$ cat src/common/cfg_bus_pkg.sv
////////////////////////////////////////////////////////////
// Configuration bus package
// Address and data widths, target codes and decoder states
////////////////////////////////////////////////////////////

package cfg_bus_pkg;

  ////////////////////////////////////////////////////////////
  // Bus widths
  ////////////////////////////////////////////////////////////

  // Configuration address as seen on the SoC port
  typedef logic [15:0] cfg_addr_t;

  // Write and read data word
  typedef logic [31:0] cfg_data_t;

  // Register index, taken from address bits 5:2
  typedef logic [3:0] cfg_index_t;

  ////////////////////////////////////////////////////////////
  // Address map
  ////////////////////////////////////////////////////////////

  // Target field in address bits 15:12
  // Only the pad registers are present, other codes read as unmapped
  typedef enum logic [3:0] {
    TARGET_PAD     = 4'd0,
    TARGET_HDACC   = 4'd1,
    TARGET_SPIM    = 4'd2,
    TARGET_PREPROC = 4'd3
  } cfg_target_e;

  // Read word returned for any unmapped address
  localparam cfg_data_t CFG_ERR_RDATA = 32'hdeadda7a;

  // Handshake FSM of the decoder
  typedef enum logic [1:0] {
    IDLE   = 2'd0,
    ACCESS = 2'd1,
    ACK    = 2'd2
  } cfg_state_e;

endpackage : cfg_bus_pkg

$ cat src/common/pad_cfg_pkg.sv
////////////////////////////////////////////////////////////
// Pad configuration package
// Pad record, pad counts, pinout and reset values
////////////////////////////////////////////////////////////

package pad_cfg_pkg;

  // Pads on the chip and pads with a config register
  localparam int unsigned NR_PADS     = 12;
  localparam int unsigned NR_CFG_PADS = 9;

  // SPI lanes, data and chip select alike
  localparam int unsigned NR_SPI_LANES = 4;

  ////////////////////////////////////////////////////////////
  // Types
  ////////////////////////////////////////////////////////////

  typedef logic [1:0] pad_drv_t;

  // One pad setting, rxen in the MSB
  typedef struct packed {
    logic     rxen;
    logic     trien;
    pad_drv_t drv;
    logic     puen;
    logic     pden;
  } pad_cfg_t;

  // One bit per pad
  typedef logic [NR_PADS-1:0] pad_vec_t;

  // Two drive bits per pad, pad n at bits 2n+1:2n
  typedef logic [2*NR_PADS-1:0] pad_drv_vec_t;

  typedef logic [NR_SPI_LANES-1:0] spi_lane_t;

  ////////////////////////////////////////////////////////////
  // Pinout
  ////////////////////////////////////////////////////////////

  localparam int unsigned PAD_EXT_CLK    = 0;
  localparam int unsigned PAD_BYPASS_CLK = 1;
  localparam int unsigned PAD_SPI_CLK    = 2;
  localparam int unsigned PAD_SDIO_BASE  = 3;
  localparam int unsigned PAD_CSN_BASE   = 7;
  localparam int unsigned PAD_UNUSED     = 11;

  // Register that configures each pad group
  localparam int unsigned REG_SPI_CLK   = 0;
  localparam int unsigned REG_SDIO_BASE = 1;
  localparam int unsigned REG_CSN_BASE  = 5;

  // Pad tristated, receiver off, no pulls
  localparam pad_cfg_t PAD_CFG_RESET = '{
    rxen:  1'b0,
    trien: 1'b1,
    drv:   2'b00,
    puen:  1'b0,
    pden:  1'b0
  };

endpackage : pad_cfg_pkg

$ cat src/common/cfg_bus_if.sv
////////////////////////////////////////////////////////////
// Internal config bus
// Request/grant/rvalid link from the decoder to a target
////////////////////////////////////////////////////////////

`timescale 1ns/1ps

interface cfg_bus_if
  import cfg_bus_pkg::*;
  ();

  // Request side, driven by the decoder
  logic       req;
  logic       we;
  cfg_index_t index;
  cfg_data_t  wdata;

  // Response side, driven by the target
  // Grant and read data come back in the request cycle
  logic       gnt;
  cfg_data_t  rdata;
  logic       rvalid;

  modport ctrl (
    output req,
    output we,
    output index,
    output wdata,
    input  gnt,
    input  rdata,
    input  rvalid
  );

  modport target (
    input  req,
    input  we,
    input  index,
    input  wdata,
    output gnt,
    output rdata,
    output rvalid
  );

endinterface : cfg_bus_if

$ cat src/hdl/cfg_decode.sv
////////////////////////////////////////////////////////////
// Config port decoder
// Four-phase SoC handshake and routing onto the pad bus
////////////////////////////////////////////////////////////

`timescale 1ns/1ps

module cfg_decode
  import cfg_bus_pkg::*;
  import pad_cfg_pkg::*;
  (
  input  logic      sys_clk,
  input  logic      rst_ni,
  // SoC side
  input  logic      cfg_req_i,
  input  logic      cfg_we_i,
  input  cfg_addr_t cfg_addr_i,
  input  cfg_data_t cfg_wdata_i,
  output cfg_data_t cfg_rdata_o,
  output logic      cfg_ack_o,
  // Pad register side
  cfg_bus_if.ctrl   bus
);

  cfg_state_e  state_q, state_d;
  cfg_target_e target;
  cfg_index_t  index;
  logic        legal;
  logic        ack_q;
  cfg_data_t   rdata_q;

  ////////////////////////////////////////////////////////////
  // Address decode
  ////////////////////////////////////////////////////////////

  assign target = cfg_target_e'(cfg_addr_i[15:12]);
  assign index  = cfg_addr_i[5:2];

  // Only pad target with an existing register
  assign legal = (target == TARGET_PAD) && (index < NR_CFG_PADS);

  // SoC holds address and data stable during the request
  // One bus cycle, in ACCESS only, unmapped never reaches the bus
  assign bus.req   = (state_q == ACCESS) && legal;
  assign bus.we    = cfg_we_i;
  assign bus.index = index;
  assign bus.wdata = cfg_wdata_i;

  ////////////////////////////////////////////////////////////
  // Handshake FSM
  ////////////////////////////////////////////////////////////

  always_comb begin
    state_d = state_q;
    unique case (state_q)
      IDLE:    if (cfg_req_i) state_d = ACCESS;
      ACCESS:  state_d = ACK;
      // Held request only stretches the ack phase
      ACK:     if (!cfg_req_i) state_d = IDLE;
      default: state_d = IDLE;
    endcase
  end

  always_ff @(posedge sys_clk or negedge rst_ni) begin
    if (!rst_ni) begin
      state_q <= IDLE;
      ack_q   <= 1'b0;
      rdata_q <= '0;
    end else begin
      state_q <= state_d;
      // Ack rises at the end of the bus cycle
      if (state_q == ACCESS) begin
        ack_q <= 1'b1;
      end else if (state_q == ACK && !cfg_req_i) begin
        ack_q <= 1'b0;
      end
      // Capture read data, error word for unmapped reads
      if (bus.rvalid) begin
        rdata_q <= bus.rdata;
      end else if (state_q == ACCESS && !cfg_we_i) begin
        rdata_q <= CFG_ERR_RDATA;
      end
    end
  end

  assign cfg_ack_o   = ack_q;
  assign cfg_rdata_o = rdata_q;

  ////////////////////////////////////////////////////////////
  // Checks
  ////////////////////////////////////////////////////////////

  // Target must answer in the request cycle
  a_req_gnt : assert property (@(posedge sys_clk) disable iff (!rst_ni)
    bus.req |-> bus.gnt);

  a_ack_state : assert property (@(posedge sys_clk) disable iff (!rst_ni)
    cfg_ack_o |-> state_q == ACK);

  // Read word holds for the whole ack phase
  a_rdata_stable : assert property (@(posedge sys_clk) disable iff (!rst_ni)
    cfg_ack_o |=> !cfg_ack_o || $stable(cfg_rdata_o));

endmodule : cfg_decode

$ cat src/hdl/pad_ctrl_top.sv
////////////////////////////////////////////////////////////
// Pad control top level
// Config port, pad registers and pad drive map
////////////////////////////////////////////////////////////

`timescale 1ns/1ps

module pad_ctrl_top
  import cfg_bus_pkg::*;
  import pad_cfg_pkg::*;
  (
  input  logic         sys_clk,
  input  logic         rst_ni,
  // SoC configuration port, four-phase handshake
  input  logic         cfg_req_i,
  input  logic         cfg_we_i,
  input  cfg_addr_t    cfg_addr_i,
  input  cfg_data_t    cfg_wdata_i,
  output cfg_data_t    cfg_rdata_o,
  output logic         cfg_ack_o,
  // SPI master pins
  input  logic         spi_clk_i,
  input  spi_lane_t    spi_csn_i,
  input  spi_lane_t    spi_sdo_i,
  input  spi_lane_t    spi_oen_i,
  output spi_lane_t    spi_sdi_o,
  // Exported clock pins
  output logic         ext_clk_o,
  output logic         bypass_clk_o,
  // IO pads
  input  pad_vec_t     io_y_i,
  output pad_vec_t     io_data_o,
  output pad_vec_t     io_rxen_o,
  output pad_vec_t     io_trien_o,
  output pad_vec_t     io_puen_o,
  output pad_vec_t     io_pden_o,
  output pad_drv_vec_t io_drv_o
);

  // Decoder to register file
  cfg_bus_if cfg_bus ();

  // Register file to drive map
  pad_cfg_t pad_cfg [NR_CFG_PADS];

  cfg_decode i_cfg_decode (
    .sys_clk     (sys_clk),
    .rst_ni      (rst_ni),
    .cfg_req_i   (cfg_req_i),
    .cfg_we_i    (cfg_we_i),
    .cfg_addr_i  (cfg_addr_i),
    .cfg_wdata_i (cfg_wdata_i),
    .cfg_rdata_o (cfg_rdata_o),
    .cfg_ack_o   (cfg_ack_o),
    .bus         (cfg_bus.ctrl)
  );

  pad_cfg_regs i_pad_cfg_regs (
    .sys_clk   (sys_clk),
    .rst_ni    (rst_ni),
    .bus       (cfg_bus.target),
    .pad_cfg_o (pad_cfg)
  );

  pad_drive_map i_pad_drive_map (
    .pad_cfg_i    (pad_cfg),
    .spi_clk_i    (spi_clk_i),
    .spi_csn_i    (spi_csn_i),
    .spi_sdo_i    (spi_sdo_i),
    .spi_oen_i    (spi_oen_i),
    .spi_sdi_o    (spi_sdi_o),
    .ext_clk_o    (ext_clk_o),
    .bypass_clk_o (bypass_clk_o),
    .io_y_i       (io_y_i),
    .io_data_o    (io_data_o),
    .io_rxen_o    (io_rxen_o),
    .io_trien_o   (io_trien_o),
    .io_puen_o    (io_puen_o),
    .io_pden_o    (io_pden_o),
    .io_drv_o     (io_drv_o)
  );

endmodule : pad_ctrl_top

$ cat src/pad_ctrl/pad_cfg_regs.sv
////////////////////////////////////////////////////////////
// Pad configuration registers
// Nine pad records with write and zero-extended readback
////////////////////////////////////////////////////////////

`timescale 1ns/1ps

module pad_cfg_regs
  import cfg_bus_pkg::*;
  import pad_cfg_pkg::*;
  (
  input  logic      sys_clk,
  input  logic      rst_ni,
  // Config bus from the decoder
  cfg_bus_if.target bus,
  // Register contents for the drive map
  output pad_cfg_t  pad_cfg_o [NR_CFG_PADS]
);

  // Zero padding above a record in the read word
  localparam int unsigned PAD_BITS = $bits(pad_cfg_t);
  localparam int unsigned FILL_BITS = $bits(cfg_data_t) - PAD_BITS;

  pad_cfg_t pad_cfg_q [NR_CFG_PADS];
  logic     wr_en;
  logic     rd_en;

  ////////////////////////////////////////////////////////////
  // Bus response
  ////////////////////////////////////////////////////////////

  assign wr_en = bus.req && bus.we;
  assign rd_en = bus.req && !bus.we;

  // Every request is taken at once
  assign bus.gnt    = bus.req;
  assign bus.rvalid = rd_en;

  always_comb begin
    bus.rdata = '0;
    if (rd_en) begin
      // Record in bits 5:0, zeros above
      bus.rdata = {{FILL_BITS{1'b0}}, pad_cfg_q[bus.index]};
    end
  end

  ////////////////////////////////////////////////////////////
  // Register array
  ////////////////////////////////////////////////////////////

  always_ff @(posedge sys_clk or negedge rst_ni) begin
    if (!rst_ni) begin
      for (int unsigned i = 0; i < NR_CFG_PADS; i++) begin
        pad_cfg_q[i] <= PAD_CFG_RESET;
      end
    end else if (wr_en) begin
      // Only the low six bits of the write word are kept
      pad_cfg_q[bus.index] <= pad_cfg_t'(bus.wdata[PAD_BITS-1:0]);
    end
  end

  assign pad_cfg_o = pad_cfg_q;

  ////////////////////////////////////////////////////////////
  // Checks
  ////////////////////////////////////////////////////////////

  // Decoder filters out indices past the last register
  a_index_range : assert property (@(posedge sys_clk) disable iff (!rst_ni)
    bus.req |-> bus.index < NR_CFG_PADS);

endmodule : pad_cfg_regs

$ cat src/pad_ctrl/pad_drive_map.sv
////////////////////////////////////////////////////////////
// Pad drive map
// Pad control vectors from register records and SPI pins
////////////////////////////////////////////////////////////

`timescale 1ns/1ps

module pad_drive_map
  import pad_cfg_pkg::*;
  (
  // Register contents
  input  pad_cfg_t     pad_cfg_i [NR_CFG_PADS],
  // SPI master pins
  input  logic         spi_clk_i,
  input  spi_lane_t    spi_csn_i,
  input  spi_lane_t    spi_sdo_i,
  input  spi_lane_t    spi_oen_i,
  output spi_lane_t    spi_sdi_o,
  // Clock pins exported from pads 0 and 1
  output logic         ext_clk_o,
  output logic         bypass_clk_o,
  // IO pads
  input  pad_vec_t     io_y_i,
  output pad_vec_t     io_data_o,
  output pad_vec_t     io_rxen_o,
  output pad_vec_t     io_trien_o,
  output pad_vec_t     io_puen_o,
  output pad_vec_t     io_pden_o,
  output pad_drv_vec_t io_drv_o
);

  always_comb begin
    int unsigned pad;

    // Everything off by default
    io_data_o  = '0;
    io_rxen_o  = '0;
    io_trien_o = '0;
    io_puen_o  = '0;
    io_pden_o  = '0;
    io_drv_o   = '0;

    ////////////////////////////////////////////////////////////
    // Static pads
    ////////////////////////////////////////////////////////////

    // Clock inputs, receiver on, driver tristated
    io_rxen_o[PAD_EXT_CLK]     = 1'b1;
    io_trien_o[PAD_EXT_CLK]    = 1'b1;
    io_rxen_o[PAD_BYPASS_CLK]  = 1'b1;
    io_trien_o[PAD_BYPASS_CLK] = 1'b1;

    // Spare pad, fully off
    io_trien_o[PAD_UNUSED] = 1'b1;

    ////////////////////////////////////////////////////////////
    // Configurable pads
    ////////////////////////////////////////////////////////////

    // Drive and pulls come straight from the record
    for (int unsigned r = 0; r < NR_CFG_PADS; r++) begin
      pad = r + PAD_SPI_CLK - REG_SPI_CLK;
      io_drv_o[2*pad +: 2] = pad_cfg_i[r].drv;
      io_puen_o[pad]       = pad_cfg_i[r].puen;
      io_pden_o[pad]       = pad_cfg_i[r].pden;
    end

    // SPI clock
    io_data_o[PAD_SPI_CLK]  = spi_clk_i;
    io_rxen_o[PAD_SPI_CLK]  = pad_cfg_i[REG_SPI_CLK].rxen;
    io_trien_o[PAD_SPI_CLK] = pad_cfg_i[REG_SPI_CLK].trien;

    for (int unsigned l = 0; l < NR_SPI_LANES; l++) begin
      // Data lanes follow the master's output enable
      // Needs rxen 1 and trien 0 in the record for lane switching
      io_data_o[PAD_SDIO_BASE+l]  = spi_sdo_i[l];
      io_rxen_o[PAD_SDIO_BASE+l]  = spi_oen_i[l] & pad_cfg_i[REG_SDIO_BASE+l].rxen;
      io_trien_o[PAD_SDIO_BASE+l] = spi_oen_i[l] & ~pad_cfg_i[REG_SDIO_BASE+l].trien;

      // Chip selects, as stored
      io_data_o[PAD_CSN_BASE+l]  = spi_csn_i[l];
      io_rxen_o[PAD_CSN_BASE+l]  = pad_cfg_i[REG_CSN_BASE+l].rxen;
      io_trien_o[PAD_CSN_BASE+l] = pad_cfg_i[REG_CSN_BASE+l].trien;
    end
  end

  ////////////////////////////////////////////////////////////
  // Inputs from the pads
  ////////////////////////////////////////////////////////////

  assign spi_sdi_o    = io_y_i[PAD_SDIO_BASE +: NR_SPI_LANES];
  assign ext_clk_o    = io_y_i[PAD_EXT_CLK];
  assign bypass_clk_o = io_y_i[PAD_BYPASS_CLK];

endmodule : pad_drive_map

$ cat config.mk
export PLATFORM = sky130hd
export DESIGN_NAME = pad_ctrl_top
export DESIGN_NICKNAME = d
export VERILOG_FILES = /design/src/common/cfg_bus_pkg.sv /design/src/common/pad_cfg_pkg.sv /design/src/common/cfg_bus_if.sv /design/src/hdl/cfg_decode.sv /design/src/hdl/pad_ctrl_top.sv /design/src/pad_ctrl/pad_cfg_regs.sv /design/src/pad_ctrl/pad_drive_map.sv
export SDC_FILE = /design/constraint.sdc
export NUM_CORES = 1
export LEC_CHECK = 0
export ABC_AREA = 1
export BUFFER_PORTS_ARGS = -buffer_cell sky130_fd_sc_hd__buf_2
export CAP_MARGIN = 5
export CELL_PAD_IN_SITES_DETAIL_PLACEMENT = 1
export CELL_PAD_IN_SITES_GLOBAL_PLACEMENT = 2
export CORE_MARGIN = 4
export CORE_UTILIZATION = 26
export DETAILED_ROUTE_END_ITERATION = 12
export PLACE_DENSITY_LB_ADDON = 0.1
export REMOVE_ABC_BUFFERS = 1
export SLEW_MARGIN = 10
export SYNTH_ARGS = -nofsm -noshare
export SYNTH_HDL_FRONTEND = slang
export SYNTH_SLANG_ARGS = --single-unit
$ cat constraint.sdc
create_clock -name sys_clk -period 3.5 [get_ports sys_clk]
set_input_delay 0.7 -clock sys_clk [delete_from_list [all_inputs] [get_ports sys_clk]]
set_output_delay 0.7 -clock sys_clk [all_outputs]
set_load 0.03 [all_outputs]
Word-level counts from Yosys, hierarchy flattened
Cells that the tools add are included.
{ "op_classes": {"mul": 0, "div": 0, "eq_ne": 4, "n_reduce_logical": 14, "n_mux": 13, "shifts": 0, "n_lt_le_gt_ge": 3, "n_addsub": 0, "bitwise_logic": 13} }
{ "op_table": {"columns": ["cell", "n"], "rows": [
  ["32-bit two-way mux", 2],
  ["54-bit bitwise mux", 1],
  ["6-bit binary-select mux with 4-bit select", 1],
  ["6-bit demux with 4-bit select", 1],
  ["6-bit two-way mux", 3],
  ["1-bit bitwise AND", 8],
  ["1-bit logical AND", 7],
  ["2-bit one-hot mux with 3 select lines", 1],
  ["5-bit >= comparator (second input constant)", 1],
  ["5-bit by 1-bit less-than comparator with 1-bit output (second input constant)", 1],
  ["4-bit inverter with 5-bit output", 1],
  ["4-bit zero test", 1],
  ["4-bit less-than comparator (second input constant)", 1],
  ["2-bit two-way mux", 2],
  ["2-bit inequality test (second input constant)", 2],
  ["1-bit inverter", 4],
  ["2-bit nonzero test", 2],
  ["2-bit by 1-bit == test with 1-bit output (second input constant)", 1],
  ["2-bit == test (second input constant)", 1],
  ["1-bit zero test", 2],
  ["2-bit zero test", 1],
  ["1-bit two-way mux", 2],
  ["2-bit AND reduction", 1]
]} }
{ "totals": {"in_bits": 77, "output_inout_bits": 123, "ramBits": 0, "word_cells": 95, "romBits": 0, "latch_bits": 0, "ff_bits": 89, "memories": 0} }

Depth between registers and ports, before layout
Gate-level depths: netlist (run 1).
{ "depth": {"ltp_word": 6, "ltp_mapped": 10, "mapped_depth_nobuf": 9} }

Cells and area by module
From an unflattened synthesis (run 1), not the netlist that was laid out.
{ "hier_totals": {"cells_unflattened": 702, "area_unflattened_um2": 5539.1} }
{ "by_module_without_submodules": {"columns": ["module", "instances", "seq_area_each_um2", "cells_each", "area_per_inst_um2"], "rows": [
  ["pad_cfg_regs", 1, 1362.6, 381, 2981.6],
  ["cfg_decode", 1, 875.8, 221, 1864.3],
  ["pad_drive_map", 1, 0.0, 100, 693.2]
]} }

Worst setup path after synthesis (run 1)
Ideal clock, no wire load.
{ "synth_path": {"path_kind": "input to output", "from": "in spi_oen_i[0]", "to": "out io_trien_o[3]", "cell_stages": 2, "t_arrival_ns": 1.122, "required_time_ns": 2.800, "path_slack_ns": 1.678, "cell_sequence": "inv_1 nor2_1"} }
{ "synth_between": {"elab_chain_cells": 1} }
{ "synth_rtl": {"columns": ["item", "line", "text"], "rows": [
  ["start: declaration", "pad_ctrl_top.sv:25", "input spi_lane_t spi_oen_i,"],
  ["1-bit bitwise AND", "pad_drive_map.sv:78", "io_trien_o[PAD_SDIO_BASE+l] = spi_oen_i[l] & ~pad_cfg_i[REG_SDIO_BASE+l].trien;"],
  ["end: declaration", "pad_ctrl_top.sv:34", "output pad_vec_t io_trien_o,"]
]} }
No other way between the ends.

Final worst setup path (run 1)
{ "layout_path": {"from": "in cfg_addr_i[2]", "to": "reg i_pad_cfg_regs.pad_cfg_q, in the netlist i_pad_cfg_regs.pad_cfg_o[48]"} }
{ "layout_between": {"elab_chain_cells": 6} }
{ "layout_rtl": {"columns": ["item", "line", "text"], "rows": [
  ["start: declaration", "pad_ctrl_top.sv:17", "input cfg_addr_t cfg_addr_i,"],
  ["4-bit inverter with 5-bit output (implied by the code)", "pad_cfg_regs.sv:58", "pad_cfg_q[bus.index] <= pad_cfg_t'(bus.wdata[PAD_BITS-1:0]);"],
  ["5-bit >= comparator (implied by the code) or 5-bit by 1-bit less-than comparator with 1-bit output (tied branches)", "pad_cfg_regs.sv:58", null],
  ["1-bit logical AND (implied by the code)", "pad_cfg_regs.sv:58", null],
  ["6-bit two-way mux (implied by the code)", "pad_cfg_regs.sv:58", null],
  ["6-bit demux with 4-bit select", "pad_cfg_regs.sv:58", null],
  ["54-bit bitwise mux", "pad_cfg_regs.sv:58", null],
  ["end signal: indexed assignment", "pad_cfg_regs.sv:58", null],
  ["end: declaration", "pad_cfg_regs.sv:24", "pad_cfg_t pad_cfg_q [NR_CFG_PADS];"]
]} }
Several ways; a longest one is shown, not always the timed one.
A chain may end at the register's enable or synchronous reset.

==> out/qor.json, run 1 <==
{
  "required_time_at_the_endpoint_of_the_critical_path_ns": 3.72,
  "io_buffer_count": 99,
  "power.net_switching_uw": 633,
  "antenna_cells": 0,
  "ant_nets": 0,
  "synth_largest_area_cell": "dfrtp_1",
  "num_vias": 3464,
  "final_min_period_over_clock_period": 0.636,
  "vias_per_cell": 4.19,
  "setup_viol": 0,
  "post_cts_resize_count": 0,
  "worst_hold_slack_ns": 0.473,
  "worstHoldPathType": "input port to asynchronous set/reset pin",
  "clock_network_latency_to_the_later_pin_of_the_worst_skew_pair_ns": 0.33,
  "rows": 46,
  "antenna_found_initial": 0,
  "max_slew.worst_pin.slew_ns": 0.865,
  "drc": 0,
  "setup_repair_after_global_routing_missed_its_margin": "no",
  "cts.htree.levels": 3,
  "final_non_filler_cells": 827,
  "drive_above_1_share": 0.241,
  "sequential_share_of_the_synthesized_area": 0.382,
  "grt_overflow_total": 0,
  "detail_route.first_pass.iterations": 4,
  "maxCapViolations": 0,
  "result_of_the_run": "complete, no violations",
  "grt_first_pass_wirelength_microns": 20900,
  "placed_cells": 811,
  "yosys_warnings": 0,
  "setup_buffers_after_cts": 0,
  "grt_start_max_net_pins": 37,
  "post_synth_inst_count": 588,
  "total_power_mw": 2.11,
  "area_of_the_die_sq_um": 18300,
  "synth_top_cell_area_share": 0.326,
  "yosys_register_bits": 64,
  "timing_max_transition_violations_final": 0,
  "dpl_worst_slack_ns": 0.903,
  "core_sq_um": 15900,
  "max_frequency_mhz": 449,
  "worst-path-max-fanout": 36,
  "cts_root_buffer": "clkbuf_16",
  "max_slew_margin": 0.423,
  "intPower_mw": 1.48,
  "cts-hold-fix-buffers": 0,
  "dr.first_iter.drc_count": 133,
  "finalCoreUtilization": 0.287,
  "power_share_of_the_sequential_group": 0.378,
  "setup-tns-final_ns": 0,
  "post_synth_main_area_contributors": "dfrtp_1 33%, nand2_1 21%, buf_4 20%, nand3_1 7.0%, dfstp_2 5.6%",
  "switching_share": 0.300,
  "chipHeight_microns": 135,
  "most_common_library_cell_in_the_layout_ignoring_fill_and_taps": "nand2_1",
  "fin_skew_ns": 0.00490,
  "grt_use_total": 0.149,
  "mostFrequentLayoutCells": "240 x nand2_1, 99 x buf_2, 59 x nand3_1",
  "fillers": 2009,
  "worstSetupStartpointType": "input port",
  "totalWireLength_microns": 13400,
  "power.leakage_nw": 2.75,
  "gp_congestion": 0.736,
  "hpwl_microns": 10000,
  "vdd_ir_drop_max_v": 0.000200,
  "combinational_share_of_power": 0.166,
  "syn_avg_cell_area_sq_um": 7.17,
  "power_frac_clock": 0.455,
  "cp-end-kind": "flop",
  "tritoncts": "built",
  "ios": 200,
  "power_density_nw_per_um2": 463,
  "number_of_unique_standard_cell_types_used_by_synthesis": 23,
  "post-route-cell-area_sq_um": 4560,
  "vias_in_the_first_global_route": 3639,
  "critPathKind": "input port to flop",
  "floorplan.die.width_microns": 135,
  "placedInstanceArea_sq_um": 4240,
  "clk_transition_reported_paths_ns": 0.06,
  "layout-area-overhead-vs-synth_pct": 8.10,
  "avgRoutedWirePerCell_microns": 16.2,
  "cts_inserted_buffers": 9,
  "floorplan.initialDensity": 0.266,
  "netlist_area_sq_um": 4220,
  "clock_tree.buffer_depth": 2,
  "endpoint_arrival_time_on_the_critical_path_ns": 2.45,
  "min_period_ns": 2.23,
  "hold_violations": 0,
  "final_critical_path_setup_slack_ns": 1.27,
  "clock_sinks": 64,
  "nets": 683
}
-- final timing paths --
| check | endpoint | depth (start not counted) | slack, ns | from |
|---|---|---|---|---|
| max | i_pad_cfg_regs.pad_cfg_o[48] | 10 | 1.27 | cfg_addr_i[2] |
| min | i_pad_cfg_regs.pad_cfg_o[25] | 1 | 0.47 | rst_ni |
| max reg2reg | i_pad_cfg_regs.pad_cfg_o[48] | 9 | 1.41 | i_cfg_decode.state_q[1] |
| min reg2reg | i_pad_cfg_regs.pad_cfg_o[4] | 2 | 0.47 | i_pad_cfg_regs.pad_cfg_o[4] |
| max in group asynchronous | i_pad_cfg_regs.pad_cfg_o[10] | 2 | 2.28 | rst_ni |
| min in group sys_clk | i_pad_cfg_regs.pad_cfg_o[4] | 2 | 0.47 | i_pad_cfg_regs.pad_cfg_o[4] |
-- cell families after synthesis --
kind of cell,synth area share
other,0.00178
muxes,0.00267
DFF,0.382
and+or+nand+nor,0.361
AOI/OAI and AO/OA,0.00504
buffers and inverters,0.247
-- synth_stat cells, drive strengths merged --
library cell and n:
buf 117, clkbuf 8, clkinv 1, conb 2, dfrtp 55, dfstp 9
inv 34, mux2 1, nand2 249, nand3 59, nand4 5, nor2 43
o21ai 3, o22ai 1, or2 1
-- layout make-up --
type	count	area, sq um	area share
clock inverter	2	35.0	0.00768
timing repair buffer	104	558	0.122
clock buffer	14	284	0.0623
inverter	35	131	0.0288
sequential	64	1610	0.354
tap	216	270	0.0593
multi-input combinational	392	1670	0.366
-- sequential cells by signal, summed over array words and instances, names as in the netlist --
signal	count
i_pad_cfg_regs.pad_cfg_o	54
i_cfg_decode.cfg_rdata_o	7
i_cfg_decode.cfg_ack_o	1
i_cfg_decode.state_q	2
-- metal layers --
layer,track usage,vias to the layer above,share of wire
met5,0.0139,-,0
met4,0.0437,0,0.013
met3,0.0412,12,0.067
met2,0.238,136,0.46
met1,0.198,1614,0.46
li1,-,1702,-
-- power by group through the flow --
stage	registers [mW]	clock network [mW]	logic, mW
2_1_floorplan	0.893	0	0.137
3_3_place_gp	0.811	0	0.354
3_5_place_dp	0.813	0	0.357
4_1_cts	0.800	0.994	0.358
5_1_grt	0.804	1.03	0.385
6_report	0.799	0.961	0.352
-- worst max-delay path, cell delays in order --
cell	delay, ns
buf_2	0.23
nor2_4	0.18
nand2_2	0.08
nand2_2	0.12
nand2_2	0.12
nor2_8	0.48
buf_12	0.27
nand2_4	0.10
nand2_1	0.09
nand2_1	0.05
Note: power is estimated with default switching activity, not from simulation.
==> run 2, diff against run 1 <==
- CORE_UTILIZATION: 26 -> 22
- clock period: 3.5 -> 1.8 ns (I/O delays scaled with it)
==> out/qor.json, run 2 (synthesis results as in run 1) <==
{
  "detail_route.first_pass.iterations": 4,
  "cp-endpoint": "i_pad_cfg_regs.pad_cfg_o[17]",
  "clk_transition_reported_paths_ns": 0.06,
  "drive_above_1_share": 0.263,
  "cp_num_cells": 9,
  "setup_repair_after_global_routing_missed_its_margin": "no",
  "power_density_nw_per_um2": 860,
  "most_common_library_cell_in_the_layout_ignoring_fill_and_taps": "nand2_1",
  "clock_network_latency_to_the_later_pin_of_the_worst_skew_pair_ns": 0.34,
  "setup_viol": 0,
  "rows": 50,
  "timing.critical_path.buf_inv": 2,
  "vias_in_the_first_global_route": 3787,
  "placed_cells": 846,
  "cts_inserted_buffers": 9,
  "area_of_the_die_sq_um": 21500,
  "cts_root_buffer": "clkbuf_16",
  "worst-path-max-fanout": 28,
  "chipHeight_microns": 146,
  "antenna_found_initial": 0,
  "worst-r2r-cell-count": 9,
  "fillers": 2353,
  "worst_path_most_repeated_cell": "nand2_1",
  "worstSetupStartpointType": "flop",
  "setup_buffers_after_cts": 0,
  "clock_sinks": 64,
  "cts.htree.levels": 3,
  "antenna_cells": 0,
  "flip_flop_count_of_the_largest_register_after_layout": 54,
  "floorplan.die.width_microns": 146,
  "start_point_of_the_critical_path": "i_cfg_decode.state_q[1]",
  "regToRegStartpoint": "i_cfg_decode.state_q[1]",
  "critPathKind": "flop to flop",
  "max_frequency_mhz": 619,
  "placedInstanceArea_sq_um": 4400,
  "drc": 0,
  "fin_skew_ns": 0.0113,
  "ios": 200,
  "cts-hold-fix-buffers": 0,
  "post_cts_resize_count": 0,
  "worstHoldPathType": "input port to asynchronous set/reset pin",
  "grt_overflow_total": 0,
  "hold_violations": 0,
  "tritoncts": "built",
  "floorplan.initialDensity": 0.225,
  "vias_per_cell": 4.13,
  "min_period_ns": 1.62,
  "timing_max_transition_violations_final": 0,
  "grt_start_max_net_pins": 65,
  "vdd_ir_drop_max_v": 0.000410,
  "worst_r2r_endpoint": "i_pad_cfg_regs.pad_cfg_o[17]",
  "grt_first_pass_wirelength_microns": 21900,
  "gp_congestion": 0.733,
  "num_vias": 3556,
  "io_buffer_count": 99,
  "result_of_the_run": "complete, no violations",
  "final_min_period_over_clock_period": 0.897,
  "dr.first_iter.drc_count": 90,
  "avgRoutedWirePerCell_microns": 16.3,
  "timing.critical_path.max_delay_family": "simple AND/OR/NAND/NOR gates",
  "crit_chain": "inv_2 -> nand2_1 -> nor2_2 -> nand2_2 -> nor2_8 -> buf_12 -> nand2_1 -> nand2_1 -> nand2_1",
  "layout-area-overhead-vs-synth_pct": 11.5,
  "final_critical_path_setup_slack_ns": 0.185,
  "regToRegSetupSlack_ns": 0.18,
  "ant_nets": 0,
  "final_non_filler_cells": 862,
  "mostFrequentLayoutCells": "240 x nand2_1, 99 x buf_2, 59 x nand3_1",
  "clock_tree.buffer_depth": 2,
  "core_sq_um": 18800,
  "nets": 700,
  "dpl_worst_slack_ns": 0.0460,
  "worst_path_largest_cell_delay_ns": 0.40,
  "maxCapViolations": 0,
  "power.leakage_nw": 2.83,
  "timing.critical_path.slowest_stage_cell": "dfrtp_1",
  "grt_use_total": 0.133,
  "required_time_at_the_endpoint_of_the_critical_path_ns": 2.02,
  "hpwl_microns": 10500,
  "cp-end-kind": "flop",
  "endpoint_arrival_time_on_the_critical_path_ns": 1.84,
  "totalWireLength_microns": 14100,
  "post-route-cell-area_sq_um": 4700
}
[run 2: cell count changes in the layout (fill, tap and decap cells not counted), sizes merged]
cell / before / now
buf: 104 / 121
clkbuf: 14 / 10
clkinv: 2 / 6
[run 2: per-layer routing]
layer | wire (microns) | up-vias | track usage
met5 | 0 | - | 0.00909
met1 | 6590 | 1685 | 0.170
li1 | - | 1740 | -
met2 | 6440 | 120 | 0.216
met3 | 845 | 11 | 0.0385
met4 | 195 | 0 | 0.0452
[run 2: power by group]
part / switching [mW] / internal, mW / total [mW]
Clock: 0.683 / 1.10 / 1.78
Sequential: 0.0513 / 1.51 / 1.56
Combinational: 0.537 / 0.167 / 0.703
Total: 1.27 / 2.77 / 4.04
[run 2: how the worst min path moves through the flow]
stage | startpoint | endpoint | slack, ns | cells past startpoint
6_report | rst_ni | i_pad_cfg_regs.pad_cfg_o[18] | 0.04 | 2
4_1_cts | rst_ni | i_cfg_decode.cfg_ack_o | 0.05 | 2
2_1_floorplan | rst_ni | i_cfg_decode.cfg_ack_o | 0.06 | 0
5_1_grt | rst_ni | i_pad_cfg_regs.pad_cfg_o[18] | 0.07 | 2
3_5_place_dp | rst_ni | i_cfg_decode.cfg_ack_o | 0.42 | 2
3_3_place_gp | rst_ni | i_cfg_decode.cfg_ack_o | 0.42 | 2
[run 2: layout make-up]
class,instances,area (sq um),area share
clock inverter,6,58.8,0.0125
sequential,64,1610,0.343
inverter,35,131,0.0279
tap,234,293,0.0623
timing repair buffer,121,698,0.149
clock buffer,10,239,0.0508
multi-input combinational,392,1670,0.355
[run 2: through the flow]
step | hold WS, ns | setup TNS (ns) | util | power, mW
floorplan | 0.0644 | -35.50 | - | 2.00
global placement | 0.422 | 0 | 0.235 | 2.29
detailed placement | 0.423 | 0 | 0.235 | 2.30
CTS | 0.0514 | 0 | 0.250 | 4.14
global route | 0.0722 | 0 | 0.250 | 4.25
finish | 0.0401 | 0 | 0.250 | 4.04
